## src/rtl/pv_gen_pkg.sv

```systemverilog
/*
 * Shared sizes, constants, request and response structs
 * and the generator state encoding of the platform-value hash engine
 */
package pv_gen_pkg;

  localparam int PV_DATA_W           = 32;
  localparam int PV_NUM_PCR          = 8;
  localparam int PV_NUM_DWORDS       = 12;
  localparam int PV_ENTRY_ADDR_W     = 3;
  localparam int PV_ENTRY_SIZE_WIDTH = 4;
  localparam int PV_SIZE_OF_NONCE    = 256;

  // Offset of one dword inside the default 1024-bit block
  localparam int PV_BLK_OFFSET_W     = 5;

  // Message length field at the tail of the last block
  localparam int PV_MSG_LEN_W        = 128;

  localparam logic [PV_DATA_W-1:0] PV_PAD_MARKER = 32'h8000_0000;
  localparam logic [PV_DATA_W-1:0] PV_DIGEST_IV  = 32'h6a09_e667;
  localparam int                   PV_FOLD_ROT   = 5;

  typedef struct packed {
    logic [PV_ENTRY_ADDR_W-1:0]     read_entry;
    logic [PV_ENTRY_SIZE_WIDTH-1:0] read_offset;
  } pv_read_t;

  typedef struct packed {
    logic [PV_DATA_W-1:0] read_data;
  } pv_rd_resp_t;

  typedef struct packed {
    logic                           we;
    logic [PV_ENTRY_ADDR_W-1:0]     entry;
    logic [PV_ENTRY_SIZE_WIDTH-1:0] offset;
    logic [PV_DATA_W-1:0]           data;
  } pv_pcr_wr_t;

  typedef struct packed {
    logic                       we;
    logic [PV_BLK_OFFSET_W-1:0] offset;
    logic [PV_DATA_W-1:0]       data;
  } pv_block_wr_t;

  typedef enum logic [3:0] {
    IDLE    = 4'b0000,
    BLOCK_0 = 4'b0001,
    BLOCK_N = 4'b0011,
    NONCE   = 4'b0010,
    PAD_LD1 = 4'b0110,
    PAD_0S  = 4'b0111,
    PAD_LEN = 4'b0101,
    WT_LAST = 4'b0100,
    DONE    = 4'b1100
  } pv_gen_hash_state_e;

endpackage

```

## src/rtl/pv_gen_hash.sv

```systemverilog
/*
 * Message generator FSM: streams PCR dwords, nonce and padding
 * into the block buffer and hands full blocks to the digest engine
 */
module pv_gen_hash #(
  parameter int BLOCK_W = 1024,
  parameter int DATA_W  = 32
) (
  input  logic                                                  clk,
  input  logic                                                  rst_b,
  input  logic                                                  start_i,
  input  logic                                                  core_ready_i,
  input  logic                                                  core_digest_valid_i,
  input  logic [pv_gen_pkg::PV_SIZE_OF_NONCE/DATA_W-1:0][DATA_W-1:0] nonce_i,
  output pv_gen_pkg::pv_read_t                                  pv_read_o,
  input  pv_gen_pkg::pv_rd_resp_t                               pv_rd_resp_i,
  output pv_gen_pkg::pv_block_wr_t                              blk_wr_o,
  output logic                                                  hash_init_o,
  output logic                                                  hash_next_o,
  output logic                                                  busy_o,
  output logic                                                  done_o
);

  localparam int BLOCK_NO       = BLOCK_W / DATA_W;
  localparam int BLOCK_OFFSET_W = $clog2(BLOCK_NO);
  localparam int NONCE_DWORDS   = pv_gen_pkg::PV_SIZE_OF_NONCE / DATA_W;
  localparam int NONCE_OFFSET_W = $clog2(NONCE_DWORDS);
  localparam int MSG_LEN_W      = pv_gen_pkg::PV_MSG_LEN_W;
  localparam int LEN_DWORDS     = MSG_LEN_W / DATA_W;
  localparam int LEN_SEL_W      = $clog2(LEN_DWORDS);
  localparam int PAD_LEN_DWORD  = BLOCK_NO - LEN_DWORDS;

  // Message length in bits covers every PCR dword plus the nonce
  localparam logic [LEN_DWORDS-1:0][DATA_W-1:0] PAD_LENGTH = MSG_LEN_W'(
    pv_gen_pkg::PV_NUM_PCR * pv_gen_pkg::PV_NUM_DWORDS * pv_gen_pkg::PV_DATA_W
    + pv_gen_pkg::PV_SIZE_OF_NONCE);

  pv_gen_pkg::pv_gen_hash_state_e state_q, state_d;

  logic [BLOCK_OFFSET_W:0]                    block_offset_q, block_offset_d;
  logic                                       block_full;
  logic                                       block_we;
  logic                                       in_msg;
  logic                                       handover;
  logic                                       first_blk_q;
  logic [DATA_W-1:0]                          blk_data;
  logic [pv_gen_pkg::PV_ENTRY_ADDR_W-1:0]     read_entry_q, read_entry_d;
  logic [pv_gen_pkg::PV_ENTRY_SIZE_WIDTH-1:0] read_offset_q, read_offset_d;
  logic                                       inc_rd_ptr;
  logic                                       rst_rd_ptr;
  logic                                       entry_end;
  logic                                       last_pcr_dword;
  logic [NONCE_OFFSET_W-1:0]                  nonce_offset_q, nonce_offset_d;
  logic [NONCE_OFFSET_W-1:0]                  nonce_sel;
  logic [BLOCK_OFFSET_W-1:0]                  len_sel;

  // States that put message dwords into the buffer
  assign in_msg = state_q inside {pv_gen_pkg::BLOCK_0, pv_gen_pkg::BLOCK_N,
                                  pv_gen_pkg::NONCE, pv_gen_pkg::PAD_LD1,
                                  pv_gen_pkg::PAD_0S, pv_gen_pkg::PAD_LEN};

  assign block_full = (block_offset_q == BLOCK_NO);
  assign block_we   = in_msg & ~block_full;
  // A full block waits here until the engine can take it
  assign handover   = in_msg & block_full & core_ready_i;

  assign hash_init_o = handover & first_blk_q;
  assign hash_next_o = handover & ~first_blk_q;
  assign busy_o      = (state_q != pv_gen_pkg::IDLE);
  assign done_o      = (state_q == pv_gen_pkg::DONE);

  assign block_offset_d = handover ? '0 :
                          block_we ? block_offset_q + 1'b1 : block_offset_q;

  // PCR read pointer walks dwords within an entry, then entries
  assign entry_end = (read_offset_q == pv_gen_pkg::PV_ENTRY_SIZE_WIDTH'(
                       pv_gen_pkg::PV_NUM_DWORDS - 1));
  assign last_pcr_dword = entry_end &
                          (read_entry_q == pv_gen_pkg::PV_ENTRY_ADDR_W'(
                             pv_gen_pkg::PV_NUM_PCR - 1));
  assign inc_rd_ptr = (state_q inside {pv_gen_pkg::BLOCK_0, pv_gen_pkg::BLOCK_N}) &
                      ~block_full;
  assign rst_rd_ptr = inc_rd_ptr & last_pcr_dword;

  assign read_offset_d = (rst_rd_ptr | (inc_rd_ptr & entry_end)) ? '0 :
                         inc_rd_ptr ? read_offset_q + 1'b1 : read_offset_q;
  assign read_entry_d  = rst_rd_ptr ? '0 :
                         (inc_rd_ptr & entry_end) ? read_entry_q + 1'b1 : read_entry_q;

  assign nonce_offset_d = (state_q != pv_gen_pkg::NONCE) ? '0 :
                          block_we ? nonce_offset_q + 1'b1 : nonce_offset_q;

  // Nonce goes out most significant dword first, and so does the length
  assign nonce_sel = NONCE_OFFSET_W'(NONCE_DWORDS - 1) - nonce_offset_q;
  assign len_sel   = BLOCK_OFFSET_W'(BLOCK_NO - 1) - block_offset_q[BLOCK_OFFSET_W-1:0];

  always_comb begin
    state_d  = state_q;
    blk_data = '0;
    case (state_q)
      pv_gen_pkg::IDLE: begin
        if (start_i) state_d = pv_gen_pkg::BLOCK_0;
      end
      pv_gen_pkg::BLOCK_0, pv_gen_pkg::BLOCK_N: begin
        blk_data = pv_rd_resp_i.read_data;
        if (handover) state_d = pv_gen_pkg::BLOCK_N;
        else if (rst_rd_ptr) state_d = pv_gen_pkg::NONCE;
      end
      pv_gen_pkg::NONCE: begin
        blk_data = nonce_i[nonce_sel];
        if (block_we && nonce_offset_q == NONCE_OFFSET_W'(NONCE_DWORDS - 1)) begin
          state_d = pv_gen_pkg::PAD_LD1;
        end
      end
      pv_gen_pkg::PAD_LD1: begin
        blk_data = pv_gen_pkg::PV_PAD_MARKER;
        if (block_we) state_d = pv_gen_pkg::PAD_0S;
      end
      pv_gen_pkg::PAD_0S: begin
        // Zeros run on, across a block boundary if needed, up to the length field
        if (block_we && block_offset_q == PAD_LEN_DWORD - 1) state_d = pv_gen_pkg::PAD_LEN;
      end
      pv_gen_pkg::PAD_LEN: begin
        blk_data = PAD_LENGTH[len_sel[LEN_SEL_W-1:0]];
        if (handover) state_d = pv_gen_pkg::WT_LAST;
      end
      pv_gen_pkg::WT_LAST: begin
        if (core_digest_valid_i) state_d = pv_gen_pkg::DONE;
      end
      pv_gen_pkg::DONE: begin
        state_d = pv_gen_pkg::IDLE;
      end
      default: begin
        state_d = pv_gen_pkg::IDLE;
      end
    endcase
  end

  always_ff @(posedge clk or negedge rst_b) begin
    if (!rst_b) begin
      state_q        <= pv_gen_pkg::IDLE;
      block_offset_q <= '0;
      first_blk_q    <= 1'b0;
      read_entry_q   <= '0;
      read_offset_q  <= '0;
      nonce_offset_q <= '0;
    end else begin
      state_q        <= state_d;
      block_offset_q <= block_offset_d;
      read_entry_q   <= read_entry_d;
      read_offset_q  <= read_offset_d;
      nonce_offset_q <= nonce_offset_d;
      // The first handover of a run starts a fresh digest
      if (state_q == pv_gen_pkg::IDLE && start_i) first_blk_q <= 1'b1;
      else if (handover) first_blk_q <= 1'b0;
    end
  end

  assign pv_read_o.read_entry  = read_entry_q;
  assign pv_read_o.read_offset = read_offset_q;

  assign blk_wr_o.we     = block_we;
  assign blk_wr_o.offset = block_offset_q[BLOCK_OFFSET_W-1:0];
  assign blk_wr_o.data   = blk_data;

endmodule

```

## config.mk

```make
export PLATFORM = sky130hd
export DESIGN_NAME = pv_gen_hash
export DESIGN_NICKNAME = d
export VERILOG_FILES = /design/src/rtl/pv_gen_pkg.sv /design/src/rtl/pv_gen_hash.sv
export SDC_FILE = /design/constraint.sdc
export NUM_CORES = 1
export LEC_CHECK = 0
export ABC_AREA = 1
export BUFFER_PORTS_ARGS = -buffer_cell sky130_fd_sc_hd__buf_2
export CAP_MARGIN = 20
export CELL_PAD_IN_SITES_DETAIL_PLACEMENT = 1
export CELL_PAD_IN_SITES_GLOBAL_PLACEMENT = 1
export CORE_ASPECT_RATIO = 0.8
export CORE_MARGIN = 3
export CORE_UTILIZATION = 25
export DETAILED_ROUTE_END_ITERATION = 8
export MAX_ROUTING_LAYER = met4
export PLACE_DENSITY = 0.95
export SLEW_MARGIN = 5
export SYNTH_ARGS = -nofsm -noshare
export SYNTH_HDL_FRONTEND = slang
export SYNTH_SLANG_ARGS = --single-unit
```

## constraint.sdc

```tcl
create_clock -name clk -period 2.8 [get_ports clk]
set_clock_uncertainty 0.2 [all_clocks]
set_input_delay 0.14 -clock clk [delete_from_list [all_inputs] [get_ports clk]]
set_output_delay 0.14 -clock clk [all_outputs]
set_load 0.1 [all_outputs]
```

==> flow_summary.json, run 1 <==
{
  "num_vias": 6325,
  "antenna_found_initial": 9,
  "critical-path-slowest-cell": "sky130_fd_sc_hd__dfrtp_4",
  "timing.slew.headroom": 0.6161,
  "path_buf_inv": 3,
  "synth.net_count": 1015,
  "mapped_cells": 715,
  "fp-row-count": 39,
  "share_of_the_synthesized_area_in_the_top_cell_type": 0.2044,
  "power.static_leakage_nw": 3.157,
  "buffer_ports.inserted": 341,
  "filler_cell_count": 2036,
  "cpLargestDelayFamily": "buffers and inverters",
  "max_clock_freq_ghz": 0.3791,
  "drt-vias-per-instance": 5.227,
  "place.detailed.hpwl_um": 18600,
  "rsz0062_at_grt": "no",
  "place_congestion": 1.008,
  "setup_viol": 0,
  "max_cap_viol": 0,
  "grt_remaining_overflow": 0,
  "grt_start_max_net_pins": 72,
  "die-width_um": 144.5,
  "seq_total_area_yosys": 0.1369,
  "ys_types": 28,
  "run_status": "complete, no violations",
  "cts.reportedPaths.clkPinSlew_ns": 0.06,
  "tritoncts_num_sinks": 21,
  "layout.core_utilization": 0.4253,
  "crit-reg2reg-capture": "read_entry_q[0]$_DFFE_PN0N_",
  "setup_total_negative_slack_ns": 0,
  "reg2reg_setup_slack_ns": 0.62,
  "io_pins": 342,
  "wl_per_cell_um": 18.98,
  "cp_common_cell": "sky130_fd_sc_hd__buf_12",
  "ir_drop_uv": 728.4,
  "layout-drive-gt1-share": 0.3803,
  "synth.top_cells.by_area": "sky130_fd_sc_hd__nor2_1 20%, sky130_fd_sc_hd__o21ai_0 16%, sky130_fd_sc_hd__dfrtp_1 14%, sky130_fd_sc_hd__o211ai_1 13%, sky130_fd_sc_hd__nand2_1 10%",
  "num-nets-final": 1316,
  "internal-power_mw": 2.398,
  "drc": 0,
  "switching_share": 0.6631,
  "cts_buffer_depth": 2,
  "rr_worst_depth": 10,
  "flow.area_growth_from_synthesis_pct": 62.19,
  "first_iter_violations": 345,
  "die_area_mm2": 0.01689,
  "power.density_mw_per_mm2": 1143,
  "grt_util_overall": 0.2579,
  "cts_tree": "built",
  "syn_area_per_cell_um2": 5.369,
  "crit_cells": 9,
  "final.min_clock_period_ns": 2.638,
  "synth_seq_cells": 21,
  "critical_path_arrival_ns": 2.30,
  "critical-path-max-stage-delay_ns": 0.64,
  "cts-htree-levels": 1,
  "pwr-share-seq": 0.087,
  "start_kind": "register",
  "netSwitchingPower_mw": 4.719,
  "detailedRoute.firstPassIterationCount": 5,
  "timing.critical_path.from": "nonce_offset_q[0]$_DFFE_PN0P_",
  "worstPathMaxFanout": 68,
  "synth_area_leader_cell": "sky130_fd_sc_hd__nor2_1",
  "critical_path.endpoint": "blk_wr_o[0]",
  "ctsRootBufferMaster": "sky130_fd_sc_hd__clkbuf_16",
  "core_mm2": 0.01464,
  "first_pass_grt_wire_length_um": 33430,
  "dieHeight_um": 116.8,
  "synth-edff-count": 0,
  "transition_time_at_the_pin_with_the_least_slew_margin_ns": 0.5759,
  "layout_worst_path_cycle_share": 0.9421,
  "worst_skew_pair.late_latency_ns": 0.26,
  "hp-class": "in -> reg",
  "clockPowerShare": 0.044,
  "cts_post_setup_buffers_inserted": 0,
  "p_comb_frac": 0.869,
  "postSynth.asyncResetShare": 1.000,
  "syn-cell-area_mm2": 0.003839,
  "timing.setup.critical_path_class": "reg -> out",
  "synth_top_flop_cell": "sky130_fd_sc_hd__dfrtp_1",
  "crit_required_ns": 2.46,
  "hold_viol_final": 0,
  "cts-buffers-inserted": 3,
  "synth_warnings": 0,
  "slew_viol_final": 0,
  "grt_pass1_vias": 6562,
  "ant_nets": 0,
  "crit_path_cell_trace": "buf_12 > buf_12 > nor2_1 > nor2_1 > o21ai_0 > o211ai_1 > nand3_1 > nand2_1 > buf_12",
  "worst_r2r_startpoint": "state_q[3]$_DFFE_PN0P_",
  "endpoint_kind": "primary output",
  "wirelength_um": 22970,
  "floorplan.initialDensity": 0.2622
}
==> how the worst min path moves through the flow <==
stage | from | end | slack, ns | depth (start not counted)
detailed placement | rst_b | block_offset_q[0]$_DFFE_PN0P_ | -0.07 | 1
floorplan | rst_b | block_offset_q[0]$_DFFE_PN0P_ | -0.36 | 0
finish | core_ready_i | block_offset_q[5]$_DFFE_PN0P_ | 0.12 | 4
global placement | rst_b | block_offset_q[0]$_DFFE_PN0P_ | -0.07 | 1
global route | core_ready_i | block_offset_q[5]$_DFFE_PN0P_ | 0.13 | 4
CTS | core_ready_i | block_offset_q[5]$_DFFE_PN0P_ | 0.11 | 4
==> synth_stat cells (all sizes together) (2+ instances only) <==
library cell  count
a21oi             3
buf              28
clkbuf           34
clkinv            2
dfrtp            21
ha                7
inv              27
nand2           107
nand3            51
nand3b            2
nand4             2
nor2            218
o211ai           64
o21ai           146
==> metrics by stage <==
step                      hold slack, ns  power, mW  instance area, µm²  std cells  setup WS, ns
after global placement          -0.06859      6.631                6097       1193        0.3929
after detailed placement        -0.06619      6.784                6097       1193        0.3480
after CTS                         0.1145      7.125                6196       1199       0.08966
after floorplan                  -0.3556      4.813                3839        715        0.1827
final                             0.1170      7.117                6226       1210        0.1621
after global routing              0.1307      7.518                6221       1208       0.01951
==> power by group through the flow <==
stage               registers, mW  logic [mW]  clock network (mW)
floorplan                   0.808        4.00                   0
global placement            0.612        6.02                   0
detailed placement          0.621        6.16                   0
CTS                         0.619        6.19               0.312
global route                0.644        6.55               0.326
finish                      0.622        6.18               0.313
==> final cells by class <==
| cell class | count | area, µm² | share of cell area |
|---|---|---|---|
| multi-input combinational | 603 | 2904 | 0.4664 |
| timing repair buffer | 358 | 2340 | 0.3758 |
| sequential | 21 | 534.3 | 0.08581 |
| tap | 184 | 230.2 | 0.03698 |
| inverter | 29 | 111.4 | 0.01789 |
| clock buffer | 4 | 78.83 | 0.01266 |
| antenna | 11 | 27.53 | 0.004421 |
==> cell families after synthesis <==
logic type,Yosys count,share of synthesized area
adder cells (fa/ha/maj),7,0.02282
flip-flops,21,0.1369
buffers and inverters,91,0.1085
XOR/XNOR,1,0.002282
AO/OA/AOI/OAI,214,0.3214
AND/OR/NAND/NOR,381,0.4081
==> routing by layer <==
metal	up-vias	track usage	wire (µm)
li1	3015	-	-
met1	2975	0.2971	8934
met2	273	0.4514	11760
met3	62	0.03940	1436
met4	0	0.1038	835
met5	-	-	0
==> cells in the final DEF, fill, tap and decap left out, types with 2 or more instances in the layout <==
master                          Yosys  final
sky130_fd_sc_hd__buf_12             0     34
sky130_fd_sc_hd__nand2_2            3      3
sky130_fd_sc_hd__nand3b_1           2      2
sky130_fd_sc_hd__nor2_2             6      6
sky130_fd_sc_hd__o211ai_1          64     64
sky130_fd_sc_hd__a21oi_1            3      3
sky130_fd_sc_hd__nand4_1            2      2
sky130_fd_sc_hd__clkinv_2           1      2
sky130_fd_sc_hd__buf_4             11     10
sky130_fd_sc_hd__o21ai_0          125    125
sky130_fd_sc_hd__nor2_4             2      3
sky130_fd_sc_hd__nand3_1           50     50
sky130_fd_sc_hd__buf_2             14    311
sky130_fd_sc_hd__nand2_1          104    104
sky130_fd_sc_hd__diode_2            0     11
sky130_fd_sc_hd__inv_2              9      8
sky130_fd_sc_hd__dfrtp_1           21     18
sky130_fd_sc_hd__clkbuf_16          0      3
sky130_fd_sc_hd__dlygate4sd3_1      0      2
sky130_fd_sc_hd__dfrtp_4            0      2
sky130_fd_sc_hd__ha_1               7      7
sky130_fd_sc_hd__inv_1             18     18
sky130_fd_sc_hd__o21ai_1           21     21
sky130_fd_sc_hd__nor2_1           209    208
==> registers in the layout, indices dropped and copies added (netlist names) <==
| name | count |
|---|---|
| read_entry_q | 3 |
| first_blk_q | 1 |
| block_offset_q | 6 |
| state_q | 4 |
| read_offset_q | 4 |
| nonce_offset_q | 3 |
==> worst register-to-register path, cell delays in order, from the launching register on <==
cell                       delay [ns]
sky130_fd_sc_hd__dfrtp_1         0.45
sky130_fd_sc_hd__nor2_2          0.17
sky130_fd_sc_hd__inv_2           0.10
sky130_fd_sc_hd__nor2_8          0.39
sky130_fd_sc_hd__inv_2           0.12
sky130_fd_sc_hd__nor2_4          0.20
sky130_fd_sc_hd__nand2_2         0.14
sky130_fd_sc_hd__clkinv_2        0.09
sky130_fd_sc_hd__o21ai_1         0.07
sky130_fd_sc_hd__o21ai_1         0.09
sky130_fd_sc_hd__inv_1           0.06
==> repair_timing <==
item | 4_1_cts | 5_1_grt
setup endpoints to repair | 0 | 1
hold buffers | 2 | 0
endpoints found under the hold margin | 22 | 0
gates resized for setup | 0 | 1
Power figures use the tool's default switching activity.
==> run 2, diff against run 1 <==
Settings changed: ABC_AREA 1 to default, CORE_AREA from default to 3 3 132 134, CORE_ASPECT_RATIO 0.8 to default, CORE_MARGIN 3 to default, CORE_UTILIZATION 25 to default, DIE_AREA from default to 0 0 135 137, PLACE_DENSITY 0.95 to 0.79.
==> run 2 against run 1 <==
Synthesized area decreased by 10%. Clock-buffer cell count down 1. Flip-flop and latch count did not move. Total power fell by 13%. Hold slack improved by 0.024 ns. Sequential share of layout area grew 0.83 points. Highest routed layer unchanged. Via count decreased by 33%. Synthesized cell count shrank 56%. Largest cell class unchanged. Global-route usage is 5.2 points lower.
==> flow_summary.json, run 2 <==
{
  "drt-vias-per-instance": 4.861,
  "cts.reportedPaths.clkPinSlew_ns": 0.06,
  "max_clock_freq_ghz": 0.3795,
  "cts-buffers-inserted": 3,
  "die-width_um": 135,
  "synth_top_family_by_area": "multiplexers",
  "synth_compound_gate_area_share": 0.08910,
  "tritoncts_num_sinks": 21,
  "num_vias": 4244,
  "hold_viol_final": 0,
  "power.density_mw_per_mm2": 1096,
  "final.min_clock_period_ns": 2.635,
  "syn_area_per_cell_um2": 11.00,
  "setup_total_negative_slack_ns": 0,
  "ir_drop_uv": 973.2,
  "share_of_the_synthesized_area_in_the_top_cell_type": 0.4172,
  "detailedRoute.firstPassIterationCount": 4,
  "holdWs_ns": 0.1407,
  "first_iter_violations": 186,
  "cts-htree-levels": 1,
  "synth-xor-area-share": 0.01268,
  "flow.area_growth_from_synthesis_pct": 63.64,
  "ant_nets": 0,
  "slew_viol_final": 0,
  "io_pins": 342,
  "synth_warnings": 0,
  "stdcell_count": 873,
  "ctsRootBufferMaster": "sky130_fd_sc_hd__clkbuf_16",
  "setup_viol": 0,
  "place_inst": 855,
  "synth.mux.area_fraction": 0.5342,
  "fp-row-count": 47,
  "hp-class": "in -> reg",
  "dpl_cell_area_mm2": 0.005504,
  "endpoint_kind": "primary output",
  "yosysMostFrequentCell": "sky130_fd_sc_hd__mux4_2",
  "antenna_found_initial": 10,
  "wirelength_um": 19470,
  "worstPathMaxFanout": 13,
  "postSynth.asyncResetShare": 1.000,
  "layout_worst_path_cycle_share": 0.9410,
  "layout_top_registers": "block_offset_q x6, read_offset_q x4, state_q x4",
  "synth-adder-area-share": 0.02535,
  "first_pass_grt_wire_length_um": 27750,
  "ys_types": 44,
  "synth_commonest_cells": "64 x sky130_fd_sc_hd__mux4_2, 41 x sky130_fd_sc_hd__nand2_1, 34 x sky130_fd_sc_hd__mux2i_1, 34 x sky130_fd_sc_hd__o21ai_0, 21 x sky130_fd_sc_hd__dfrtp_1",
  "grt_util_overall": 0.2057,
  "power.static_leakage_nw": 2.590,
  "synth_seq_cells": 21,
  "layout.core_utilization": 0.3445,
  "timing.setup.critical_path_class": "reg -> out",
  "mapped_cells": 314,
  "max_cap_viol": 0,
  "drc": 0,
  "floorplan.initialDensity": 0.2106,
  "syn-cell-area_mm2": 0.003455,
  "synth.top_cells.by_area": "sky130_fd_sc_hd__mux4_2 42%, sky130_fd_sc_hd__dfrtp_1 15%, sky130_fd_sc_hd__mux2i_1 9.9%, sky130_fd_sc_hd__o21ai_0 4.9%, sky130_fd_sc_hd__nand2_1 4.5%",
  "seq_total_area_yosys": 0.1521,
  "synth_area_leader_cell": "sky130_fd_sc_hd__mux4_2",
  "largest_reg_flops": 6,
  "post_synth_and_or_nand_nor_area_fraction": 0.1246,
  "worst_skew_pair.late_latency_ns": 0.26,
  "buffer_ports.inserted": 341,
  "place.detailed.hpwl_um": 16960,
  "synth.net_count": 614,
  "cts_buffer_depth": 2,
  "die_area_mm2": 0.01850,
  "rsz0062_at_grt": "no",
  "layout.cells.most_common": "sky130_fd_sc_hd__buf_2",
  "place_congestion": 0.9443,
  "core_mm2": 0.01641,
  "wl_per_cell_um": 22.30,
  "grt_pass1_vias": 4745,
  "synth_top_flop_cell": "sky130_fd_sc_hd__dfrtp_1",
  "dieHeight_um": 137,
  "cts_tree": "built",
  "grt_start_max_net_pins": 48,
  "max_flop_register": "block_offset_q",
  "crit_required_ns": 2.46,
  "layout-drive-gt1-share": 0.7134,
  "start_kind": "register",
  "run_status": "complete, no violations",
  "transition_time_at_the_pin_with_the_least_slew_margin_ns": 0.6549,
  "grt_remaining_overflow": 0,
  "most-common-layout-cells": "338 x sky130_fd_sc_hd__buf_2, 64 x sky130_fd_sc_hd__mux4_2, 40 x sky130_fd_sc_hd__nand2_1",
  "layout.cell_area.non_filler_mm2": 0.005653,
  "synth-edff-count": 0,
  "critical_path_arrival_ns": 2.29,
  "timing.slew.headroom": 0.5594,
  "num-nets-final": 943
}
run 2: kinds of logic after synthesis:
kind of cell | Yosys count
AOI/OAI and AO/OA | 51
xor gates and xnor gates | 5
adders and majority gates | 7
buffers and inverters | 41
DFF | 21
muxes | 103
and+or+nand+nor | 86
run 2: worst max-delay path, stage by stage, from the launching register on:
cell and delay [ns]:
sky130_fd_sc_hd__dfrtp_4 0.61, sky130_fd_sc_hd__buf_4 0.28, sky130_fd_sc_hd__mux4_2 0.54, sky130_fd_sc_hd__mux2i_1 0.24, sky130_fd_sc_hd__o21ai_2 0.07, sky130_fd_sc_hd__buf_2 0.29
run 2: path summary, 6_finish.rpt:
| kind | slack [ns] | cells past startpoint | to | from |
|---|---|---|---|---|
| hold reg to reg | 0.35 | 1 | read_entry_q[1]$_DFFE_PN0N_ | read_entry_q[1]$_DFFE_PN0N_ |
| hold / removal | 0.14 | 3 | first_blk_q$_DFFE_PN0P_ | core_ready_i |
| max in group asynchronous | 1.83 | 2 | nonce_offset_q[0]$_DFFE_PN0P_ | rst_b |
| setup / recovery | 0.17 | 5 | blk_wr_o[19] | nonce_offset_q[0]$_DFFE_PN0P_ |
| setup reg to reg | 0.27 | 8 | state_q[1]$_DFFE_PN0P_ | nonce_offset_q[0]$_DFFE_PN0P_ |
| min in group asynchronous | 0.18 | 2 | state_q[0]$_DFFE_PN0P_ | rst_b |
run 2: per-layer routing:
| layer | vias up | GRT usage | part of all wire |
|---|---|---|---|
| li1 | 1919 | - | - |
| met1 | 2122 | 0.2461 | 0.40 |
| met3 | 21 | 0.03971 | 0.066 |
| met2 | 182 | 0.3591 | 0.52 |
| met4 | 0 | 0.04983 | 0.017 |
| met5 | - | - | 0 |
run 2: where the power goes:
group | internal, mW | total, mW | switching, mW
registers | 0.421 | 0.644 | 0.224
clock network | 0.192 | 0.312 | 0.120
logic | 1.49 | 5.24 | 3.75
total | 2.10 | 6.19 | 4.09
run 2: repair_timing:
item | CTS | global route
hold buffers | 2 | 0
resized for setup | 0 | 1
setup endpoints to repair | 3 | 1
setup buffers | 1 | 0
endpoints found under the hold margin | 22 | 0
run 2: cell type report:
type                            instances  area (µm²)
Multi-Input combinational cell        252        2784
Sequential cell                        21       531.8
Timing Repair Buffer                  361        1939
Fill cell                            1988       10750
Clock buffer                            3       75.07
Tap cell                              220       275.3
Clock inverter                          1       5.005
Inverter                                4       15.01
Antenna cell                           11       27.53
run 2: through the flow:
stage	setup WS (ns)	total power, mW
2_1_floorplan	-0.1029	4.832
3_3_place_gp	0.2574	5.831
3_5_place_dp	0.2483	5.895
4_1_cts	0.08240	6.248
5_1_grt	0.05522	6.513
6_report	0.1652	6.194
==> run 3, diff against run 2 <==
Settings changed: BUFFER_PORTS_ARGS -buffer_cell sky130_fd_sc_hd__buf_2 to default, CORE_AREA 3 3 132 134 to 3 3 133 135, DIE_AREA 0 0 135 137 to 0 0 136 138, DONT_BUFFER_PORTS from default to 1, PLACE_DENSITY 0.79 to 0.52, RECOVER_POWER from default to 50.
==> run 3 against run 2 <==
Clock-buffer cell count unchanged. Clock power up 2%. Largest cell class unchanged. Global-route usage down 3.1 points. Register-to-register slack worse by 0.05 ns. Critical endpoint is now blk_wr_o[10]. Routed wire length down 15%.
==> flow_summary.json, run 3 (synthesis gave the netlist of run 2 again) <==
{
  "critical_path_arrival_ns": 2.27,
  "core_mm2": 0.01658,
  "num_vias": 3150,
  "dieHeight_um": 138,
  "crit-reg2reg-capture": "read_entry_q[1]$_DFFE_PN0N_",
  "floorplan.initialDensity": 0.2083,
  "power.density_mw_per_mm2": 1428,
  "ant_nets": 0,
  "transition_time_at_the_pin_with_the_least_slew_margin_ns": 1.426,
  "die-width_um": 136,
  "fp-row-count": 47,
  "finalPower_mw": 6.186,
  "cts_resized": 0,
  "worstPathMaxFanout": 19,
  "internal-power_mw": 2.135,
  "layout-drive-gt1-share": 0.4711,
  "worst_r2r_startpoint": "state_q[2]$_DFFE_PN0P_",
  "die_area_mm2": 0.01877,
  "run_status": "complete, no violations",
  "cpLargestDelayFamily": "multiplexers",
  "endpoint_kind": "primary output",
  "worst_skew_pair.late_latency_ns": 0.26,
  "largest_reg_flops": 6,
  "timing.setup.critical_path_class": "reg -> out",
  "timing.critical_path.from": "nonce_offset_q[0]$_DFFE_PN0P_",
  "crit_cells": 5,
  "layout_top_registers": "block_offset_q x6, read_offset_q x4, state_q x4",
  "ctsRootBufferMaster": "sky130_fd_sc_hd__clkbuf_16",
  "setup_total_negative_slack_ns": 0,
  "filler_cell_count": 1914,
  "max_cap_viol": 0,
  "layout.core_utilization": 0.2611,
  "layout.cells.most_common": "sky130_fd_sc_hd__mux4_2",
  "rsz0062_at_grt": "no",
  "io_pins": 342,
  "layout_worst_path_cycle_share": 0.9317,
  "antenna_found_initial": 11,
  "regArea_um2": 531.8,
  "place.detailed.hpwl_um": 14510,
  "clockPowerShare": 0.051,
  "drc": 0,
  "wl_per_cell_um": 28.85,
  "crit_required_ns": 2.46,
  "final.min_clock_period_ns": 2.609,
  "flow.area_growth_from_synthesis_pct": 25.35,
  "crit_path_cell_trace": "buf_4 > mux4_2 > mux2i_1 > o211ai_1 > buf_16",
  "ir_drop_uv": 758.7,
  "netSwitchingPower_mw": 4.050,
  "multi_input_area_mm2": 0.002834,
  "cts_tree": "built",
  "p_comb_frac": 0.858,
  "place_congestion": 0.9366,
  "path_buf_inv": 2,
  "reg2reg_setup_slack_ns": 0.22,
  "setup_viol": 0,
  "pwr-share-seq": 0.090,
  "start_kind": "register",
  "setup_slack_ns": 0.1913,
  "cts-buffers-inserted": 3,
  "tritoncts_num_sinks": 21,
  "cts_buffer_depth": 2,
  "rr_worst_depth": 4,
  "critical-path-slowest-cell": "sky130_fd_sc_hd__mux4_2",
  "most-common-layout-cells": "64 x sky130_fd_sc_hd__mux4_2, 40 x sky130_fd_sc_hd__nand2_1, 40 x sky130_fd_sc_hd__buf_4",
  "timing.slew.headroom": 0.04957,
  "wirelength_um": 16620,
  "grt_pass1_vias": 3457,
  "grt_start_max_net_pins": 44,
  "hold_viol_final": 0,
  "cts.reportedPaths.clkPinSlew_ns": 0.06,
  "grt_util_overall": 0.1743,
  "max_flop_register": "block_offset_q",
  "max_clock_freq_ghz": 0.3833,
  "num-nets-final": 647,
  "first_pass_grt_wire_length_um": 23940,
  "buffer_ports.inserted": 0,
  "grt_remaining_overflow": 0,
  "critical-path-max-stage-delay_ns": 0.56,
  "switching_share": 0.6548,
  "detailedRoute.firstPassIterationCount": 4,
  "placement.setup.worst_slack_ns": 0.4445,
  "power.static_leakage_nw": 1.432,
  "cts-htree-levels": 1,
  "critical_path.endpoint": "blk_wr_o[10]",
  "first_iter_violations": 220,
  "slew_viol_final": 0,
  "hp-class": "in -> async",
  "drt-vias-per-instance": 5.469
}
==> run 3: cell types whose count changed in the layout (fill, tap and decap cells not counted), sizes merged <==
| cell | before | now |
|---|---|---|
| diode | 11 | 10 |
| dlygate4sd3 | 2 | 4 |
| clkbuf | 3 | 18 |
| buf | 359 | 46 |
==> run 3: cell type report <==
type / count / area share
Sequential cell: 21 / 0.1228
Timing Repair Buffer: 65 / 0.1315
Clock buffer: 3 / 0.01734
Tap cell: 220 / 0.06357
Clock inverter: 1 / 0.001156
Antenna cell: 10 / 0.005779
Multi-Input combinational cell: 252 / 0.6544
Inverter: 4 / 0.003467
==> run 3: timing repair <==
| action | in CTS | in global routing |
|---|---|---|
| hold buffers | 4 | 0 |
| setup buffers | 0 | 0 |
| hold endpoints to repair | 23 | 0 |
==> run 3: worst min-delay path by stage <==
stage | endpoint | slack (ns) | cells after the start
2_1_floorplan | block_offset_q[0]$_DFFE_PN0P_ | -0.36 | 0
3_3_place_gp | read_offset_q[0]$_DFFE_PN0P_ | -0.35 | 0
3_5_place_dp | read_offset_q[0]$_DFFE_PN0P_ | -0.35 | 0
4_1_cts | block_offset_q[0]$_DFFE_PN0P_ | 0.02 | 3
5_1_grt | read_offset_q[3]$_DFFE_PN0P_ | 0.05 | 1
6_report | read_offset_q[3]$_DFFE_PN0P_ | 0.008 | 1
==> run 3: power by group through the flow <==
stage	registers, mW	logic [mW]	clock network [mW]
CTS	0.563	5.43	0.329
floorplan	0.815	4.02	0
detailed placement	0.568	5.41	0
finish	0.559	5.31	0.318
global route	0.583	5.59	0.337
global placement	0.557	5.34	0
==> run 3: metal layers <==
layer,up-vias,track usage,part of all wire
met2,180,0.2996,0.54
met5,-,-,0
met4,0,0.03501,0.011
met3,10,0.05015,0.076
met1,1632,0.2025,0.37
li1,1328,-,-
==> run 3: metrics by stage <==
step / instance area, µm² / std cells / hold slack [ns]
after floorplan: 3530 / 314 / -0.3556
after global placement: 4234 / 557 / -0.3550
after detailed placement: 4234 / 557 / -0.3549
after CTS: 4354 / 565 / 0.01557
after global routing: 4330 / 576 / 0.04806
final: 4330 / 576 / 0.008180
==> run 3: worst register-to-register path: cells and delay by family (launching register included) <==
kind	cells	cell delay, ns
AO/OA/AOI/OAI	1	0.61
multiplexers	1	0.33
AND/OR/NAND/NOR	2	0.78
flip-flops	1	0.56
